File: config.mk
export PLATFORM = sky130hd
export DESIGN_NAME = rv32_decode_stage
export DESIGN_NICKNAME = d
export VERILOG_FILES = /design/src/verilog/rv32_types.sv /design/src/verilog/rv32_decode_stage.sv
export VERILOG_INCLUDE_DIRS = /design/src /design/src/verilog
export SDC_FILE = /design/constraint.sdc
export NUM_CORES = 1
export LEC_CHECK = 0
export ABC_AREA = 1
export BUFFER_PORTS_ARGS = -buffer_cell sky130_fd_sc_hd__buf_2
export CORE_AREA = 2 2 207 209
export DETAILED_ROUTE_END_ITERATION = 7
export DIE_AREA = 0 0 209 211
export GPL_TIMING_DRIVEN = 0
export PLACE_DENSITY_LB_ADDON = 0.05
export SLEW_MARGIN = 0
export SYNTH_ARGS = -nofsm -noshare
export SYNTH_HDL_FRONTEND = slang
export SYNTH_SLANG_ARGS = --single-unit
File: constraint.sdc
create_clock -name clk -period 1.3 [get_ports clk]
set_input_delay 0.195 -clock clk [delete_from_list [all_inputs] [get_ports clk]]
set_output_delay 0.195 -clock clk [all_outputs]
set_load 0.02 [all_outputs]
File: src/verilog/rv32_config.svh
`ifndef RV32_CONFIG_SVH
`define RV32_CONFIG_SVH

// Data word width
`define RV32_XLEN 32

// Architectural registers
`define RV32_NUM_REGS 32
`define RV32_REG_W 5

`endif

File: src/verilog/rv32_types.sv
`include "rv32_config.svh"

package rv32_types;

    typedef logic [`RV32_XLEN-1:0] rv32_word;

    // Major opcodes handled by the slice
    localparam logic [6:0] OPC_OP     = 7'b0110011;
    localparam logic [6:0] OPC_OP_IMM = 7'b0010011;
    localparam logic [6:0] OPC_LUI    = 7'b0110111;
    localparam logic [6:0] OPC_AUIPC  = 7'b0010111;
    localparam logic [6:0] OPC_JAL    = 7'b1101111;
    localparam logic [6:0] OPC_JALR   = 7'b1100111;
    localparam logic [6:0] OPC_BRANCH = 7'b1100011;

    // One instruction word, seen through the format named by its opcode
    typedef union packed {
        struct packed {
            logic [6:0] funct7;
            logic [4:0] rs2;
            logic [4:0] rs1;
            logic [2:0] funct3;
            logic [4:0] rd;
            logic [6:0] opcode;
        } r;
        struct packed {
            logic [11:0] imm12;
            logic [4:0]  rs1;
            logic [2:0]  funct3;
            logic [4:0]  rd;
            logic [6:0]  opcode;
        } i;
        struct packed {
            logic       imm12;
            logic [5:0] imm10_5;
            logic [4:0] rs2;
            logic [4:0] rs1;
            logic [2:0] funct3;
            logic [3:0] imm4_1;
            logic       imm11;
            logic [6:0] opcode;
        } b;
        struct packed {
            logic [19:0] imm20;
            logic [4:0]  rd;
            logic [6:0]  opcode;
        } u;
    } rv32_instr_u;

    typedef enum logic [2:0] {
        ALU_IN_REG_1, ALU_IN_REG_2, ALU_IN_PC, ALU_IN_IMM, ALU_IN_ZERO
    } alu_in_t;

    typedef enum logic [3:0] {
        ADD, SUB, SLL, SLT, SLTU, XOR, SRL, SRA, OR, AND
    } alu_op_t;

    typedef enum logic [2:0] {
        NONE, EQ, NE, LT, GE, LTU, GEU, ALWAYS
    } branch_op_t;

    // Encoded as funct3[1:0]
    typedef enum logic [1:0] {
        MUL, MULH, MULHSU, MULHU
    } mul_op_t;

    typedef enum logic [1:0] {
        WB_PC4, WB_INT_ALU, WB_MUL_UNIT
    } wb_src_t;

    typedef enum logic [1:0] {
        BYPASS_NONE, BYPASS_EXEC_BUFF, BYPASS_RESULT_BUFF
    } bypass_src_t;

    typedef struct packed {
        alu_in_t     alu_in_1;
        alu_in_t     alu_in_2;
        alu_op_t     alu_op;
        branch_op_t  branch_op;
        wb_src_t     wb_src;
        logic        reg_write;
        bypass_src_t bypass_rs1;
        bypass_src_t bypass_rs2;
    } ctrl_t;

    typedef struct packed {
        logic        valid;
        rv32_word    pc;
        rv32_instr_u instr;
        rv32_word    imm;
        rv32_word    rs1_data;
        rv32_word    rs2_data;
        ctrl_t       ctrl;
    } decode_exec_buffer_t;

    typedef struct packed {
        logic                  valid;
        rv32_word              pc;
        logic [`RV32_REG_W-1:0] rd;
        logic                  reg_write;
        rv32_word              result;
        logic                  jump;
        rv32_word              jump_addr;
    } exec_mem_buffer_t;

    typedef struct packed {
        rv32_word              pc;
        logic [`RV32_REG_W-1:0] rd;
        logic                  reg_write;
        rv32_word              rd_value;
        logic                  jump;
        rv32_word              jump_addr;
    } retire_rec_t;

    // Control word that changes no state
    function automatic ctrl_t create_bubble_ctrl();
        ctrl_t ctrl;
        ctrl = '0;
        ctrl.alu_op = ADD;
        ctrl.branch_op = NONE;
        ctrl.wb_src = WB_INT_ALU;
        ctrl.reg_write = 1'b0;
        return ctrl;
    endfunction

endpackage

File: src/verilog/rv32_decode_stage.sv
`timescale 1ns/100ps
`include "rv32_config.svh"

module rv32_decode_stage (
    input  logic                            clk,
    input  logic                            resetn,
    input  logic                            in_req,
    output logic                            in_ack,
    input  rv32_types::rv32_instr_u         in_instr,
    input  rv32_types::rv32_word            in_pc,
    output logic [`RV32_REG_W-1:0]          rs1_addr,
    output logic [`RV32_REG_W-1:0]          rs2_addr,
    input  rv32_types::rv32_word            rs1_data,
    input  rv32_types::rv32_word            rs2_data,
    input  rv32_types::exec_mem_buffer_t    exec_buff,
    input  rv32_types::exec_mem_buffer_t    result_buff,
    input  logic                            stall,
    output rv32_types::decode_exec_buffer_t decode_exec_buff
);
    import rv32_types::*;

    function automatic alu_op_t alu_op_from(input logic [2:0] funct3, input logic alt);
        case (funct3)
            3'b000:  return alt ? SUB : ADD;
            3'b001:  return SLL;
            3'b010:  return SLT;
            3'b011:  return SLTU;
            3'b100:  return XOR;
            3'b101:  return alt ? SRA : SRL;
            3'b110:  return OR;
            default: return AND;
        endcase
    endfunction

    decode_exec_buffer_t next_buff;
    logic capture;
    logic de_wr, ex_wr, rb_wr;

    assign capture = in_req && !in_ack && !stall;
    assign rs1_addr = in_instr.r.rs1;
    assign rs2_addr = in_instr.r.rs2;

    // Writers ahead of this instruction, youngest first
    assign de_wr = decode_exec_buff.valid && decode_exec_buff.ctrl.reg_write &&
                   decode_exec_buff.instr.r.rd != '0;
    assign ex_wr = exec_buff.valid && exec_buff.reg_write && exec_buff.rd != '0;
    assign rb_wr = result_buff.valid && result_buff.reg_write && result_buff.rd != '0;

    always_comb begin
        next_buff = '0;
        next_buff.valid = capture;
        next_buff.pc = in_pc;
        next_buff.instr = in_instr;
        next_buff.ctrl = create_bubble_ctrl();
        next_buff.ctrl.alu_in_1 = ALU_IN_PC;
        next_buff.ctrl.alu_in_2 = ALU_IN_IMM;
        next_buff.ctrl.reg_write = 1'b1;
        case (in_instr.r.opcode)
            OPC_OP: begin
                next_buff.ctrl.alu_in_1 = ALU_IN_REG_1;
                next_buff.ctrl.alu_in_2 = ALU_IN_REG_2;
                next_buff.ctrl.alu_op = alu_op_from(in_instr.r.funct3, in_instr.r.funct7[5]);
                if (in_instr.r.funct7[0]) begin
                    next_buff.ctrl.wb_src = WB_MUL_UNIT;
                end
            end
            OPC_OP_IMM: begin
                next_buff.ctrl.alu_in_1 = ALU_IN_REG_1;
                next_buff.ctrl.alu_op = alu_op_from(in_instr.i.funct3,
                    in_instr.i.funct3 == 3'b101 && in_instr.i.imm12[10]);
                next_buff.imm = {{20{in_instr.i.imm12[11]}}, in_instr.i.imm12};
            end
            OPC_LUI: begin
                next_buff.ctrl.alu_in_1 = ALU_IN_ZERO;
                next_buff.imm = {in_instr.u.imm20, 12'b0};
            end
            OPC_AUIPC: next_buff.imm = {in_instr.u.imm20, 12'b0};
            OPC_JAL: begin
                next_buff.ctrl.branch_op = ALWAYS;
                next_buff.ctrl.wb_src = WB_PC4;
                next_buff.imm = {{12{in_instr.u.imm20[19]}}, in_instr.u.imm20[7:0],
                                 in_instr.u.imm20[8], in_instr.u.imm20[18:9], 1'b0};
            end
            OPC_JALR: begin
                next_buff.ctrl.alu_in_1 = ALU_IN_REG_1;
                next_buff.ctrl.branch_op = ALWAYS;
                next_buff.ctrl.wb_src = WB_PC4;
                next_buff.imm = {{20{in_instr.i.imm12[11]}}, in_instr.i.imm12};
            end
            OPC_BRANCH: begin
                next_buff.ctrl.reg_write = 1'b0;
                next_buff.imm = {{20{in_instr.b.imm12}}, in_instr.b.imm11,
                                 in_instr.b.imm10_5, in_instr.b.imm4_1, 1'b0};
                case (in_instr.b.funct3)
                    3'b000:  next_buff.ctrl.branch_op = EQ;
                    3'b001:  next_buff.ctrl.branch_op = NE;
                    3'b100:  next_buff.ctrl.branch_op = LT;
                    3'b101:  next_buff.ctrl.branch_op = GE;
                    3'b110:  next_buff.ctrl.branch_op = LTU;
                    default: next_buff.ctrl.branch_op = GEU;
                endcase
            end
            // Unsupported, retires without a register write
            default: next_buff.ctrl = create_bubble_ctrl();
        endcase

        // A writer one slot ahead reaches exec_mem, two ahead the result register
        if (de_wr && decode_exec_buff.instr.r.rd == in_instr.r.rs1) begin
            next_buff.ctrl.bypass_rs1 = BYPASS_EXEC_BUFF;
        end else if (ex_wr && exec_buff.rd == in_instr.r.rs1) begin
            next_buff.ctrl.bypass_rs1 = BYPASS_RESULT_BUFF;
        end
        if (de_wr && decode_exec_buff.instr.r.rd == in_instr.r.rs2) begin
            next_buff.ctrl.bypass_rs2 = BYPASS_EXEC_BUFF;
        end else if (ex_wr && exec_buff.rd == in_instr.r.rs2) begin
            next_buff.ctrl.bypass_rs2 = BYPASS_RESULT_BUFF;
        end

        // Held record may retire on this edge, so take its value now
        next_buff.rs1_data = (rb_wr && result_buff.rd == in_instr.r.rs1) ?
                             result_buff.result : rs1_data;
        next_buff.rs2_data = (rb_wr && result_buff.rd == in_instr.r.rs2) ?
                             result_buff.result : rs2_data;
    end

    always_ff @(posedge clk) begin
        if (!resetn) begin
            in_ack <= 1'b0;
            decode_exec_buff <= '0;
        end else begin
            if (capture) begin
                in_ack <= 1'b1;
            end else if (!in_req) begin
                in_ack <= 1'b0;
            end
            if (!stall) begin
                decode_exec_buff <= next_buff;
            end
        end
    end

endmodule

After elaboration in Yosys (flattened, before gate mapping)
Cells that the tools add are included.
{"block": "word_totals", "reg_bits": 182, "inputBits": 340, "out_inout_bits": 192, "elab_cells": 85}
{"block": "classes", "n_eq_ne": 20, "n_mux": 23, "n_reduce_logical": 27}
{"op": "$pmux 32 s4", "count": 1}
{"op": "$mux 32", "count": 2}
{"op": "$pmux 4 s7", "count": 2}
{"op": "$eq 5x5->1", "count": 6}
{"op": "$eq 7x7->1 const B", "count": 3}
{"op": "$logic_and 1x1->1", "count": 15}
{"op": "$pmux 3 s5", "count": 1}
{"op": "$reduce_bool 5->1", "count": 3}
{"op": "$eq 7x5->1 const B", "count": 2}
{"op": "$eq 7x6->1 const B", "count": 2}
{"op": "$pmux 3 s2", "count": 2}
{"op": "$reduce_or 6->1", "count": 2}
{"op": "$mux 2", "count": 5}
{"op": "$eq 3x3->1 const B", "count": 3}
{"op": "$pmux 2 s2", "count": 2}
{"op": "$pmux 4 s2", "count": 1}
{"op": "$mux 1", "count": 7}
{"op": "$eq 3x2->1 const B", "count": 2}
{"op": "$reduce_or 2->1", "count": 3}
{"op": "$eq 3x1->1 const B", "count": 1}
{"op": "$logic_not 3->1", "count": 1}
{"op": "$reduce_or 3->1", "count": 1}
{"op": "$logic_not 1->1", "count": 2}
{"op": "$ne 2x1->1 const B", "count": 1}

Depth between registers and ports, before layout
Gate-level depths: netlist of the first run.
{"block": "depth", "word_depth": 5, "depth_mapped": 11, "depth_no_buf": 9}

Worst setup path after synthesis of the first run
OpenSTA, ideal clock, no wires.
{"block": "synth_timing", "path_kind": "input port to flip-flop", "start": "input in_instr[22] (netlist name)", "end": "register decode_exec_buff[23] (netlist name)", "setup_time_ps": 117, "arrival_time_ps": 1160, "required_time_ps": 1183, "path_slack_ps": 23, "cell_stages": 10, "path_buffers": 2, "cell_sequence": "buf_2 inv_1 nand2_1 nand2_1 nand3_1 nor2_4 buf_2 a21boi_0 nor2_1 nor2_1"}
{"block": "synth_between", "elab_chain_len": 3}
{"element": "start, declared", "line_no": "rv32_decode_stage.sv:9", "rtl": "input rv32_types::rv32_instr_u in_instr,"}
{"element": "$eq 5x5->1", "line_no": "rv32_decode_stage.sv:122", "rtl": "next_buff.rs2_data = (rb_wr && result_buff.rd == in_instr.r.rs2) ?"}
{"element": "$logic_and 1x1->1", "line_no": "rv32_decode_stage.sv:122"}
{"element": "$mux 32", "line_no": "rv32_decode_stage.sv:122"}
{"element": "end signal, assigned", "line_no": "rv32_decode_stage.sv:137", "rtl": "decode_exec_buff <= next_buff;"}
{"element": "end, declared", "line_no": "rv32_decode_stage.sv:18", "rtl": "output rv32_types::decode_exec_buffer_t decode_exec_buff"}
No other way between the ends.
A chain may end at the register's enable or synchronous reset.

Final worst setup path of the first run
{"block": "layout_timing", "start": "register decode_exec_buff[84] (netlist name)", "end": "output decode_exec_buff[84] (netlist name)"}
No word-level cell between the ends.

==> metrics.md, run 1 <==
| Metric | Value |
|---|---|
| Worst-Margin Slew | `0.652 ns` |
| Die width | `209 um` |
| Drt wl/cell | `18.4 um` |
| Pins Over Slew Limit | `0` |
| Crit Path Category | `flop to primary output` |
| Commonest non-fill, non-tap cell in the layout | `buf_2` |
| Status | `finished clean` |
| Post-placement cell area | `11000 um^2` |
| Setup violations, final | `0` |
| Fill cells | `4722` |
| Die Span Y | `211 um` |
| Max-slew headroom | `56.5%` |
| Crit-path cells | `buf_2` |
| Final Hold Fails | `0` |
| Final Routed Wirelength | `41.1 mm` |
| Place WS | `-0.958 ns` |
| Gr ovfl total | `0` |
| Core area | `41800 um^2` |
| Total GRT Usage | `18.6%` |
| Slowest stage delay, CP | `0.38 ns` |
| GPL Wtd Cong | `0.838` |
| Delay-heaviest family, CP | `flip-flops` |
| Final Cycle Share | `96.8%` |
| Layout Skew | `0.00976 ns` |
| Max clock buf depth | `2` |
| Yosys reg bits | `180` |
| DP Wirelength | `32.3 mm` |
| Cell accounting for the most synthesized area | `dfxtp_1` |
| Commonest cells after routing, fill and taps aside | `buf_2, nand2_1, nor2_1` |
| H-Tree Depth | `4` |
| WHS | `0.0481 ns` |
| Total power density per cell area | `1160 nW/um^2` |
| Post-synth top area share | `42.4%` |
| Area Growth Syn to Fin | `43.8%` |
| Worst Hold Class | `input pin to flop` |
| Row cnt | `75` |
| Number of CTS-inserted buffers | `17` |
| First-pass GRT wire length | `60.1 mm` |
| Iter 0 DRT Violations | `427` |
| Vias | `9513` |
| Post-Syn Instances | `1246` |
| Fin area | `12200 um^2` |
| Synth warn | `0` |
| Pin count of the biggest net entering global routing | `17` |
| Maximum capacitance violations | `0` |
| Post-synthesis area per instance | `6.83 um^2` |
| R2R setup slack | `0.14 ns` |
| Fin cells | `2238` |
| Routed vias/inst | `4.25` |
| Final WS setup | `0.0420 ns` |
| Final core utilization | `29.3%` |
| Starting Density | `20.4%` |
| # clock sinks | `180` |
| CP required | `1.11 ns` |
| Register area | `3620 um^2` |
| Layout cells sized above 1 | `28.6%` |
| Area contributors post-synth | `dfxtp_1, nand2_1, nor2_1` |
| CP bufs+invs | `1` |
| Post-route ant nets | `0` |
| Vias in the first global route | `9499` |
| Root Buffer | `clkbuf_16` |
| Nets@finish | `2018` |
| Worst Path Max Fanout | `2` |
| CTS clk-pin slew, worst paths | `0.08 ns` |
| Crit path DAT | `1.06 ns` |
| I/O pin cnt | `532` |
| Post-Syn Area | `8510 um^2` |
| Initial antenna violation count | `15` |
| Slowest-stage cell, CP | `dfxtp_1` |
| Clk_lat worst skew | `0.50 ns` |
| Die Area | `44100 um^2` |
| RSZ-0062 raised after global routing | `no` |
| DRC violations left | `0` |
| Tmin final | `1.26 ns` |
| CP startpoint kind | `flop` |
| Pre-antenna DRT Iters | `5` |
| Multi-input logic area | `4260 um^2` |
| Cell variety after synth | `30` |
| Cells after DPL | `2148` |
| IO buf count | `362` |
| Static leakage | `5.92 nW` |
| Worst VDD drop | `987 uV` |
| FMAX | `795 MHz` |
| CTS tree | `done` |
| Seq/Total Area, Yosys | `42.4%` |
| Crit end category | `primary output` |
==> cell type report <==
cell class / instances / area share [%]
Antenna cell: 8 / 0.164
Buffer: 102 / 4.19
Clock buffer: 19 / 3.70
Clock inverter: 13 / 1.23
Inverter: 48 / 1.49
Multi-Input combinational cell: 917 / 34.8
Sequential cell: 180 / 29.6
Tap cell: 539 / 5.51
Timing Repair Buffer: 412 / 19.3
==> state kept, by name (all words and copies together) (netlist names) <==
register	cells
decode_exec_buff	179
in_ack	1
==> routing by layer <==
layer	up-vias	part of all wire [%]	wire length, um	GRT usage, %
met5	-	0.23	94	0
met4	16	1.2	491	5.02
met3	37	8.6	3540	8.22
met2	271	45	18500	29.8
met1	4279	45	18500	22.6
li1	4910	-	-	-
==> repair_timing <==
| action | CTS | global route |
|---|---|---|
| hold buffers | 47 | 0 |
| pin swaps | 0 | 2 |
| setup endpoints to repair | 140 | 65 |
| endpoints found under the hold margin | 53 | 0 |
| resized for setup | 35 | 21 |
| buffers inserted | 0 | 3 |
==> power by group <==
group | internal (W) | leakage, nW | switching (W) | total [W]
sequential | 0.00582 | 1.49 | 0.000161 | 0.00598
combinational | 0.000943 | 4.15 | 0.00169 | 0.00263
clock | 0.00295 | 0.278 | 0.00267 | 0.00562
==> synthesized netlist by cell type <==
| library cell | count |
|---|---|
| a41oi_1 | 1 |
| a21boi_1 | 10 |
| buf_1 | 4 |
| o21ai_0 | 139 |
| xnor2_1 | 4 |
| conb_1 | 1 |
| o21bai_1 | 2 |
| o211ai_1 | 1 |
| nor2_4 | 3 |
| buf_4 | 18 |
| nand2_2 | 3 |
| xor2_1 | 10 |
| nor2_2 | 4 |
| buf_6 | 1 |
| nand3_1 | 103 |
| clkbuf_1 | 57 |
| nor3_1 | 5 |
| nand3b_1 | 3 |
| nand4_1 | 3 |
| inv_2 | 5 |
| o21ai_1 | 1 |
| nor2_1 | 238 |
| buf_2 | 22 |
| inv_1 | 43 |
| nand3_2 | 1 |
| dfxtp_1 | 180 |
| a21oi_1 | 72 |
| nand2_1 | 257 |
| nand2_4 | 1 |
| a21boi_0 | 54 |
==> cells by family after synthesis <==
family	share of synthesized area (%)
AND/OR/NAND/NOR	29.8
AO/OA/AOI/OAI	18.5
flip-flops	42.4
buffers and inverters	7.82
XOR/XNOR	1.44
other	0.0441
==> per-stage QoR <==
step           total power, W  TNS, ns
2_1_floorplan         0.00746        0
3_3_place_gp          0.00863  -118.17
3_5_place_dp          0.00863  -119.88
4_1_cts                0.0145        0
5_1_grt                0.0150        0
6_report               0.0142        0
==> worst paths after layout <==
kind / start / endpoint / cells after the start
max: decode_exec_buff[84] / decode_exec_buff[84] / 1
min: in_instr[15] / decode_exec_buff[131] / 3
max reg2reg: decode_exec_buff[126] / decode_exec_buff[3] / 8
min reg2reg: decode_exec_buff[112] / decode_exec_buff[112] / 2
==> worst reg2reg max path, delay by kind of cell (launching register included) <==
family | cells | cell delay [ns]
and+or+nand+nor | 6 | 0.49
DFF | 1 | 0.35
buffers and inverters | 1 | 0.11
AOI/OAI and AO/OA | 1 | 0.06
(Power assumes the default switching activity.)
==> run 2, diff against run 1 <==
PLACE_DENSITY_LB_ADDON = default   (was 0.05)
==> run 2 against run 1 <==
Compared with the run above: critical path depth unchanged; sequential power about the same; maximum frequency up 0.23%; sequential share of layout area down 0.22 points; flip-flop and latch count unchanged; worst setup slack better by 0.0030 ns; die area unchanged; combinational power up 3%; largest power group unchanged.
==> metrics.md, run 2 (synthesis results as in run 1) <==
| Metric | Value |
|---|---|
| Static leakage | `5.98 nW (+0.97%)` |
| GPL Wtd Cong | `0.908 (+8.3%)` |
| Tmin final | `1.26 ns (-0.00295 ns)` |
| DP Wirelength | `31.7 mm (-1.6%)` |
| Die Area | `44100 um^2 (unchanged)` |
| Maximum capacitance violations | `0 (unchanged)` |
| Vias in the first global route | `9967 (+4.9%)` |
| Crit-path cells | `buf_4` |
| I/O pin cnt | `532 (unchanged)` |
| Max FFs per register | `179 (unchanged)` |
| Setup violations, final | `0 (unchanged)` |
| Die Span Y | `211 um (unchanged)` |
| Worst Hold Class | `input pin to flop` |
| Layout cells sized above 1 | `29.0% (+0.41 points)` |
| Layout Skew | `0.0139 ns (+0.00417 ns)` |
| Worst-Margin Slew | `0.872 ns (+0.220 ns)` |
| Total power density per cell area | `1150 nW/um^2 (-1.3%)` |
| Iter 0 DRT Violations | `677 (+59%)` |
| # clock sinks | `180 (unchanged)` |
| H-Tree Depth | `4 (unchanged)` |
| Largest regs | `decode_exec_buff: 179 flops, in_ack: 1 flops` |
| Cell count along the critical path | `1 (unchanged)` |
| Post-route ant nets | `0 (unchanged)` |
| Nets@finish | `2025 (+0.35%)` |
| Final core utilization | `29.6% (+0.25 points)` |
| Worst Path Max Fanout | `2 (unchanged)` |
| FMAX | `797 MHz (+0.23%)` |
| Number of CTS-inserted buffers | `17 (unchanged)` |
| Pre-antenna DRT Iters | `5 (unchanged)` |
| Root Buffer | `clkbuf_16` |
| Pins Over Slew Limit | `0 (unchanged)` |
| Drt wl/cell | `18.0 um (-2.3%)` |
| First-pass GRT wire length | `59.1 mm (-1.7%)` |
| Pin count of the biggest net entering global routing | `19 (+2)` |
| Place WS | `-1.09 ns (-0.131 ns)` |
| IO buf count | `362 (unchanged)` |
| Total power | `0.0142 W (-0.48%)` |
| Vias | `10011 (+5.2%)` |
| Die width | `209 um (unchanged)` |
| Crit end category | `primary output` |
| Crit Path Category | `flop to primary output` |
| Final WS setup | `0.0450 ns (+0.00295 ns)` |
| Core area | `41800 um^2 (unchanged)` |
| WHS | `0.0581 ns (+0.00999 ns)` |
| Hold Path Stages | `3 (unchanged)` |
| DRC violations left | `0 (unchanged)` |
| Reg2Reg Depth | `8 (unchanged)` |
| CTS tree | `done` |
| CP bufs+invs | `1 (unchanged)` |
| Initial antenna violation count | `7 (-8)` |
| Final Hold Fails | `0 (unchanged)` |
| Post-Route Setup TNS | `0 ns (unchanged)` |
| Commonest cells after routing, fill and taps aside | `buf_2, nand2_1, nor2_1` |
| Slowest stage delay, CP | `0.39 ns (about the same)` |
| CP startpoint kind | `flop` |
| Crit path DAT | `1.06 ns (about the same)` |
| Total GRT Usage | `18.2% (-0.38 points)` |
| Max-slew headroom | `41.2% (-15 points)` |
| Routed vias/inst | `4.47 (+5.2%)` |
| Register with the most flip-flops | `decode_exec_buff` |
| Delay-heaviest family, CP | `flip-flops` |
| CP required | `1.11 ns (about the same)` |
| Starting Density | `20.4% (unchanged)` |
| Final Routed Wirelength | `40.2 mm (-2.3%)` |
| Worst VDD drop | `889 uV (-9.9%)` |
| Gr ovfl total | `0 (unchanged)` |
| Row cnt | `75 (unchanged)` |
| Commonest non-fill, non-tap cell in the layout | `buf_2` |
| Status | `finished clean` |
| CTS clk-pin slew, worst paths | `0.08 ns (about the same)` |
| Clk_lat worst skew | `0.50 ns (about the same)` |
| Area Growth Syn to Fin | `45.1%` |
| Final Cycle Share | `96.5% (-0.23 points)` |
| Max clock buf depth | `2 (unchanged)` |
| Slowest-stage cell, CP | `dfxtp_2` |
## run 2: changes by cell type in the layout (fill, tap and decap cells not counted), moves of 3 or more
cell | before | now
diode_2 | 8 | 1
buf_2 | 367 | 361
dlygate4sd3_1 | 47 | 53
clkbuf_1 | 41 | 37
inv_8 | 0 | 4
buf_6 | 1 | 4
clkbuf_2 | 18 | 21
clkinvlp_4 | 5 | 2
## run 2: final cells by class
class / instances / area [um^2]
Fill cell: 4600 / 29400
Sequential cell: 180 / 3620
Clock inverter: 15 / 168
Buffer: 101 / 520
Timing Repair Buffer: 420 / 2470
Clock buffer: 17 / 425
Multi-Input combinational cell: 917 / 4270
Tap cell: 539 / 674
Antenna cell: 1 / 2.50
Inverter: 48 / 180
## run 2: what timing repair did
action	4_1_cts	5_1_grt
resized for setup	40	40
setup buffers	3	3
endpoints found under the setup margin	150	95
pin swaps	1	7
hold endpoints to repair	61	0
hold buffers	53	0
## run 2: worst register-to-register path, stage by stage, from the launching register on
cell	delay, ns
dfxtp_2	0.34
inv_1	0.09
nand2_1	0.06
nand2_1	0.05
nand2_1	0.04
nor2_1	0.11
nand3_1	0.12
nand3_1	0.11
a21oi_1	0.06
## run 2: worst paths after layout
check / slack (ns) / startpoint / to
max: 0.04 / decode_exec_buff[33] / decode_exec_buff[33]
min: 0.06 / in_instr[8] / decode_exec_buff[124]
min reg2reg: 0.46 / decode_exec_buff[110] / decode_exec_buff[110]
max reg2reg: 0.18 / decode_exec_buff[126] / decode_exec_buff[3]
## run 2: layer usage
metal | share of wire [%] | GRT usage [%] | routed length, um | vias up
met5 | 0.18 | 0 | 74 | -
met2 | 47 | 30.5 | 18800 | 432
met1 | 41 | 20.5 | 16400 | 4586
met3 | 8.8 | 6.87 | 3550 | 65
met4 | 3.2 | 8.52 | 1290 | 10
li1 | - | - | - | 4918
## run 2: power breakdown
| group | internal, W | leakage (nW) | total (W) | switching [W] |
|---|---|---|---|---|
| combinational | 0.000981 | 4.20 | 0.00270 | 0.00172 |
| clock | 0.00273 | 0.285 | 0.00546 | 0.00273 |
| sequential | 0.00582 | 1.49 | 0.00599 | 0.000176 |
| total | 0.00953 | 5.98 | 0.0142 | 0.00463 |
## run 2: through the flow
step                      cell area, um^2  std cells
final                               12300       2238
after floorplan                      8510       1247
after detailed placement            11000       2148
after CTS                           12200       2236
after global routing                12300       2237
after global placement              11000       2148
==> run 3, diff against run 2 <==
==> constraint.sdc (replaced) <==
create_clock -name clk -period 1.3 [get_ports clk]
set_input_delay 0 -clock clk [delete_from_list [all_inputs] [get_ports clk]]
set_output_delay 0 -clock clk [all_outputs]
set_load 0.02 [all_outputs]
==> run 3 against run 2 <==
Compared with the run above: routed wire length increased by 3.5%; largest cell class unchanged; critical path type is now input pin to flop; first-iteration DRC count rose by 3.1%; clock skew barely moved.
==> metrics.md, run 3 (synthesis results as in run 1) <==
| Metric | Value |
|---|---|
| Static leakage | `6.42 nW (+7.3%)` |
| CTS clk-pin slew, worst paths | `0.08 ns (about the same)` |
| Pins Over Slew Limit | `0 (unchanged)` |
| Initial antenna violation count | `6 (-1)` |
| WHS | `0.0330 ns (-0.0251 ns)` |
| Logic gate share of total power | `20.5% (+1.4 points)` |
| Number of CTS-inserted buffers | `17 (unchanged)` |
| CTS tree | `done` |
| Maximum capacitance violations | `0 (unchanged)` |
| Crit end category | `flop` |
| Post-route ant nets | `0 (unchanged)` |
| Die width | `209 um (unchanged)` |
| Layout Skew | `0.0137 ns (-0.000224 ns)` |
| Pin count of the biggest net entering global routing | `19 (unchanged)` |
| H-Tree Depth | `4 (unchanged)` |
| Nets@finish | `2145 (+5.9%)` |
| Tmin final | `1.23 ns (-0.0216 ns)` |
| FMAX | `811 MHz (+1.8%)` |
| Clk_lat worst skew | `0.50 ns (about the same)` |
| Final Cycle Share | `94.9% (-1.7 points)` |
| Core area | `41800 um^2 (unchanged)` |
| Worst Hold Class | `input pin to flop` |
| Starting Density | `20.4% (unchanged)` |
| Final core utilization | `32.1% (+2.6 points)` |
| Worst VDD drop | `893 uV (+0.43%)` |
| Final Routed Wirelength | `41.6 mm (+3.5%)` |
| Critical path capture point | `decode_exec_buff[180]` |
| Sequential share of power | `41.6% (-0.7 points)` |
| First-pass GRT wire length | `61.7 mm (+4.3%)` |
| DP Wirelength | `31.7 mm (unchanged)` |
| Root Buffer | `clkbuf_16` |
| Worst-Margin Slew | `0.837 ns (-0.0349 ns)` |
| Die Area | `44100 um^2 (unchanged)` |
| Register with the most flip-flops | `decode_exec_buff` |
| Fin area | `13400 um^2 (+8.7%)` |
| CP startpoint kind | `input pin` |
| Layout cells sized above 1 | `25.6% (-3.5 points)` |
| Routed vias/inst | `4.52 (+1.0%)` |
| Final Hold Fails | `0 (unchanged)` |
| Vias in the first global route | `10701 (+7.4%)` |
| Crit path DAT | `1.68 ns (+0.62 ns)` |
| Cells after DPL | `2148 (unchanged)` |
| Critical path origin | `stall` |
| DRC violations left | `0 (unchanged)` |
| Reg2Reg Depth | `8 (unchanged)` |
| Fin cells | `2360 (+5.5%)` |
| Worst Path Max Fanout | `10 (+8)` |
| IO buf count | `362 (unchanged)` |
| Worst R2R Start | `decode_exec_buff[126]` |
| Total power density per cell area | `1070 nW/um^2 (-6.3%)` |
| Post-placement cell area | `11000 um^2 (unchanged)` |
| Setup violations, final | `0 (unchanged)` |
| Status | `finished clean` |
| Total power | `0.0144 W (+1.8%)` |
| Largest regs | `decode_exec_buff: 179 flops, in_ack: 1 flops` |
| Max-slew headroom | `43.6% (+2.3 points)` |
| Gr ovfl total | `0 (unchanged)` |
| Crit Path Category | `input pin to flop` |
| Pre-antenna DRT Iters | `8 (+3)` |
| Sw Share | `32.6% (-0.059 points)` |
| R2R setup slack | `0.14 ns (-0.04 ns)` |
| Clock group share of total power | `38.0% (-0.6 points)` |
| Internal power | `0.00971 W (+1.9%)` |
| Row cnt | `75 (unchanged)` |
| Total GRT Usage | `18.8% (+0.60 points)` |
| Hold path startpoint | `in_instr[24]` |
| Reg-to-reg endpoint | `decode_exec_buff[3]` |
| RSZ-0062 raised after global routing | `no` |
| Vias | `10665 (+6.5%)` |
| I/O pin cnt | `532 (unchanged)` |
| CP required | `1.74 ns (+0.63 ns)` |
| Iter 0 DRT Violations | `698 (+3.1%)` |
| GPL Wtd Cong | `0.908 (unchanged)` |
| Net Sw Power | `0.00471 W (+1.6%)` |
| Area Growth Syn to Fin | `57.7%` |
| Commonest non-fill, non-tap cell in the layout | `buf_2` |
| Commonest cells after routing, fill and taps aside | `buf_2, nand2_1, nor2_1` |
| Drt wl/cell | `17.6 um (-1.9%)` |
| Max FFs per register | `179 (unchanged)` |
| Max clock buf depth | `2 (unchanged)` |
| Die Span Y | `211 um (unchanged)` |
| # clock sinks | `180 (unchanged)` |
run 3: cell count changes in the layout (fill, tap and decap cells not counted), sizes merged:
cell          delta
diode            +2
clkbuf          -10
dlymetal6s4s     +1
buf              +7
dlygate4sd3    +122
run 3: cell type report:
type	count	area, um^2
Antenna cell	3	7.51
Buffer	101	488
Clock buffer	17	425
Clock inverter	15	168
Fill cell	4473	28300
Inverter	48	180
Multi-Input combinational cell	917	4260
Sequential cell	180	3610
Tap cell	539	674
Timing Repair Buffer	540	3600
run 3: repair_timing:
item                                   in CTS  in global routing
pin swaps                                   0                  4
setup endpoints to repair                 118                 70
buffers inserted                            0                  2
hold buffers                              176                  3
endpoints found under the hold margin     167                  3
gates resized for setup                     4                 13
run 3: metal layers:
metal	GRT usage, %	wire length [um]	vias to the layer above
li1	-	-	5166
met1	21.3	17100	4923
met2	31.7	19500	488
met3	6.04	3280	84
met4	10.1	1670	4
met5	0	28	-
run 3: stage by stage:
step / setup WS [ns] / setup TNS [ns]
2_1_floorplan: 0.204 / 0
3_3_place_gp: -0.821 / -93.02
3_5_place_dp: -0.893 / -100.06
4_1_cts: 0.0286 / 0
5_1_grt: 0.00451 / 0
6_report: 0.0665 / 0
run 3: power groups by stage:
stage | logic, W | clock network (W) | registers (W)
finish | 0.00295 | 0.00547 | 0.00599
global route | 0.00321 | 0.00583 | 0.00602
CTS | 0.00295 | 0.00565 | 0.00599
detailed placement | 0.00252 | 0 | 0.00611
global placement | 0.00250 | 0 | 0.00610
floorplan | 0.000998 | 0 | 0.00646
run 3: worst min path at each step:
| stage | cells past startpoint | slack, ns | to |
|---|---|---|---|
| 3_3_place_gp | 2 | 0.22 | rs2_addr[2] |
| 5_1_grt | 4 | 0.05 | decode_exec_buff[61] |
| 4_1_cts | 4 | 0.002 | decode_exec_buff[61] |
| 2_1_floorplan | 1 | 0.11 | rs1_addr[0] |
| 6_report | 3 | 0.03 | decode_exec_buff[140] |
| 3_5_place_dp | 2 | 0.22 | rs2_addr[4] |
run 3: critical path, cell delays in order:
cell,delay [ns]
buf_2,0.19
clkbuf_1,0.43
clkbuf_1,0.69
a21oi_1,0.22
nor2_1,0.13
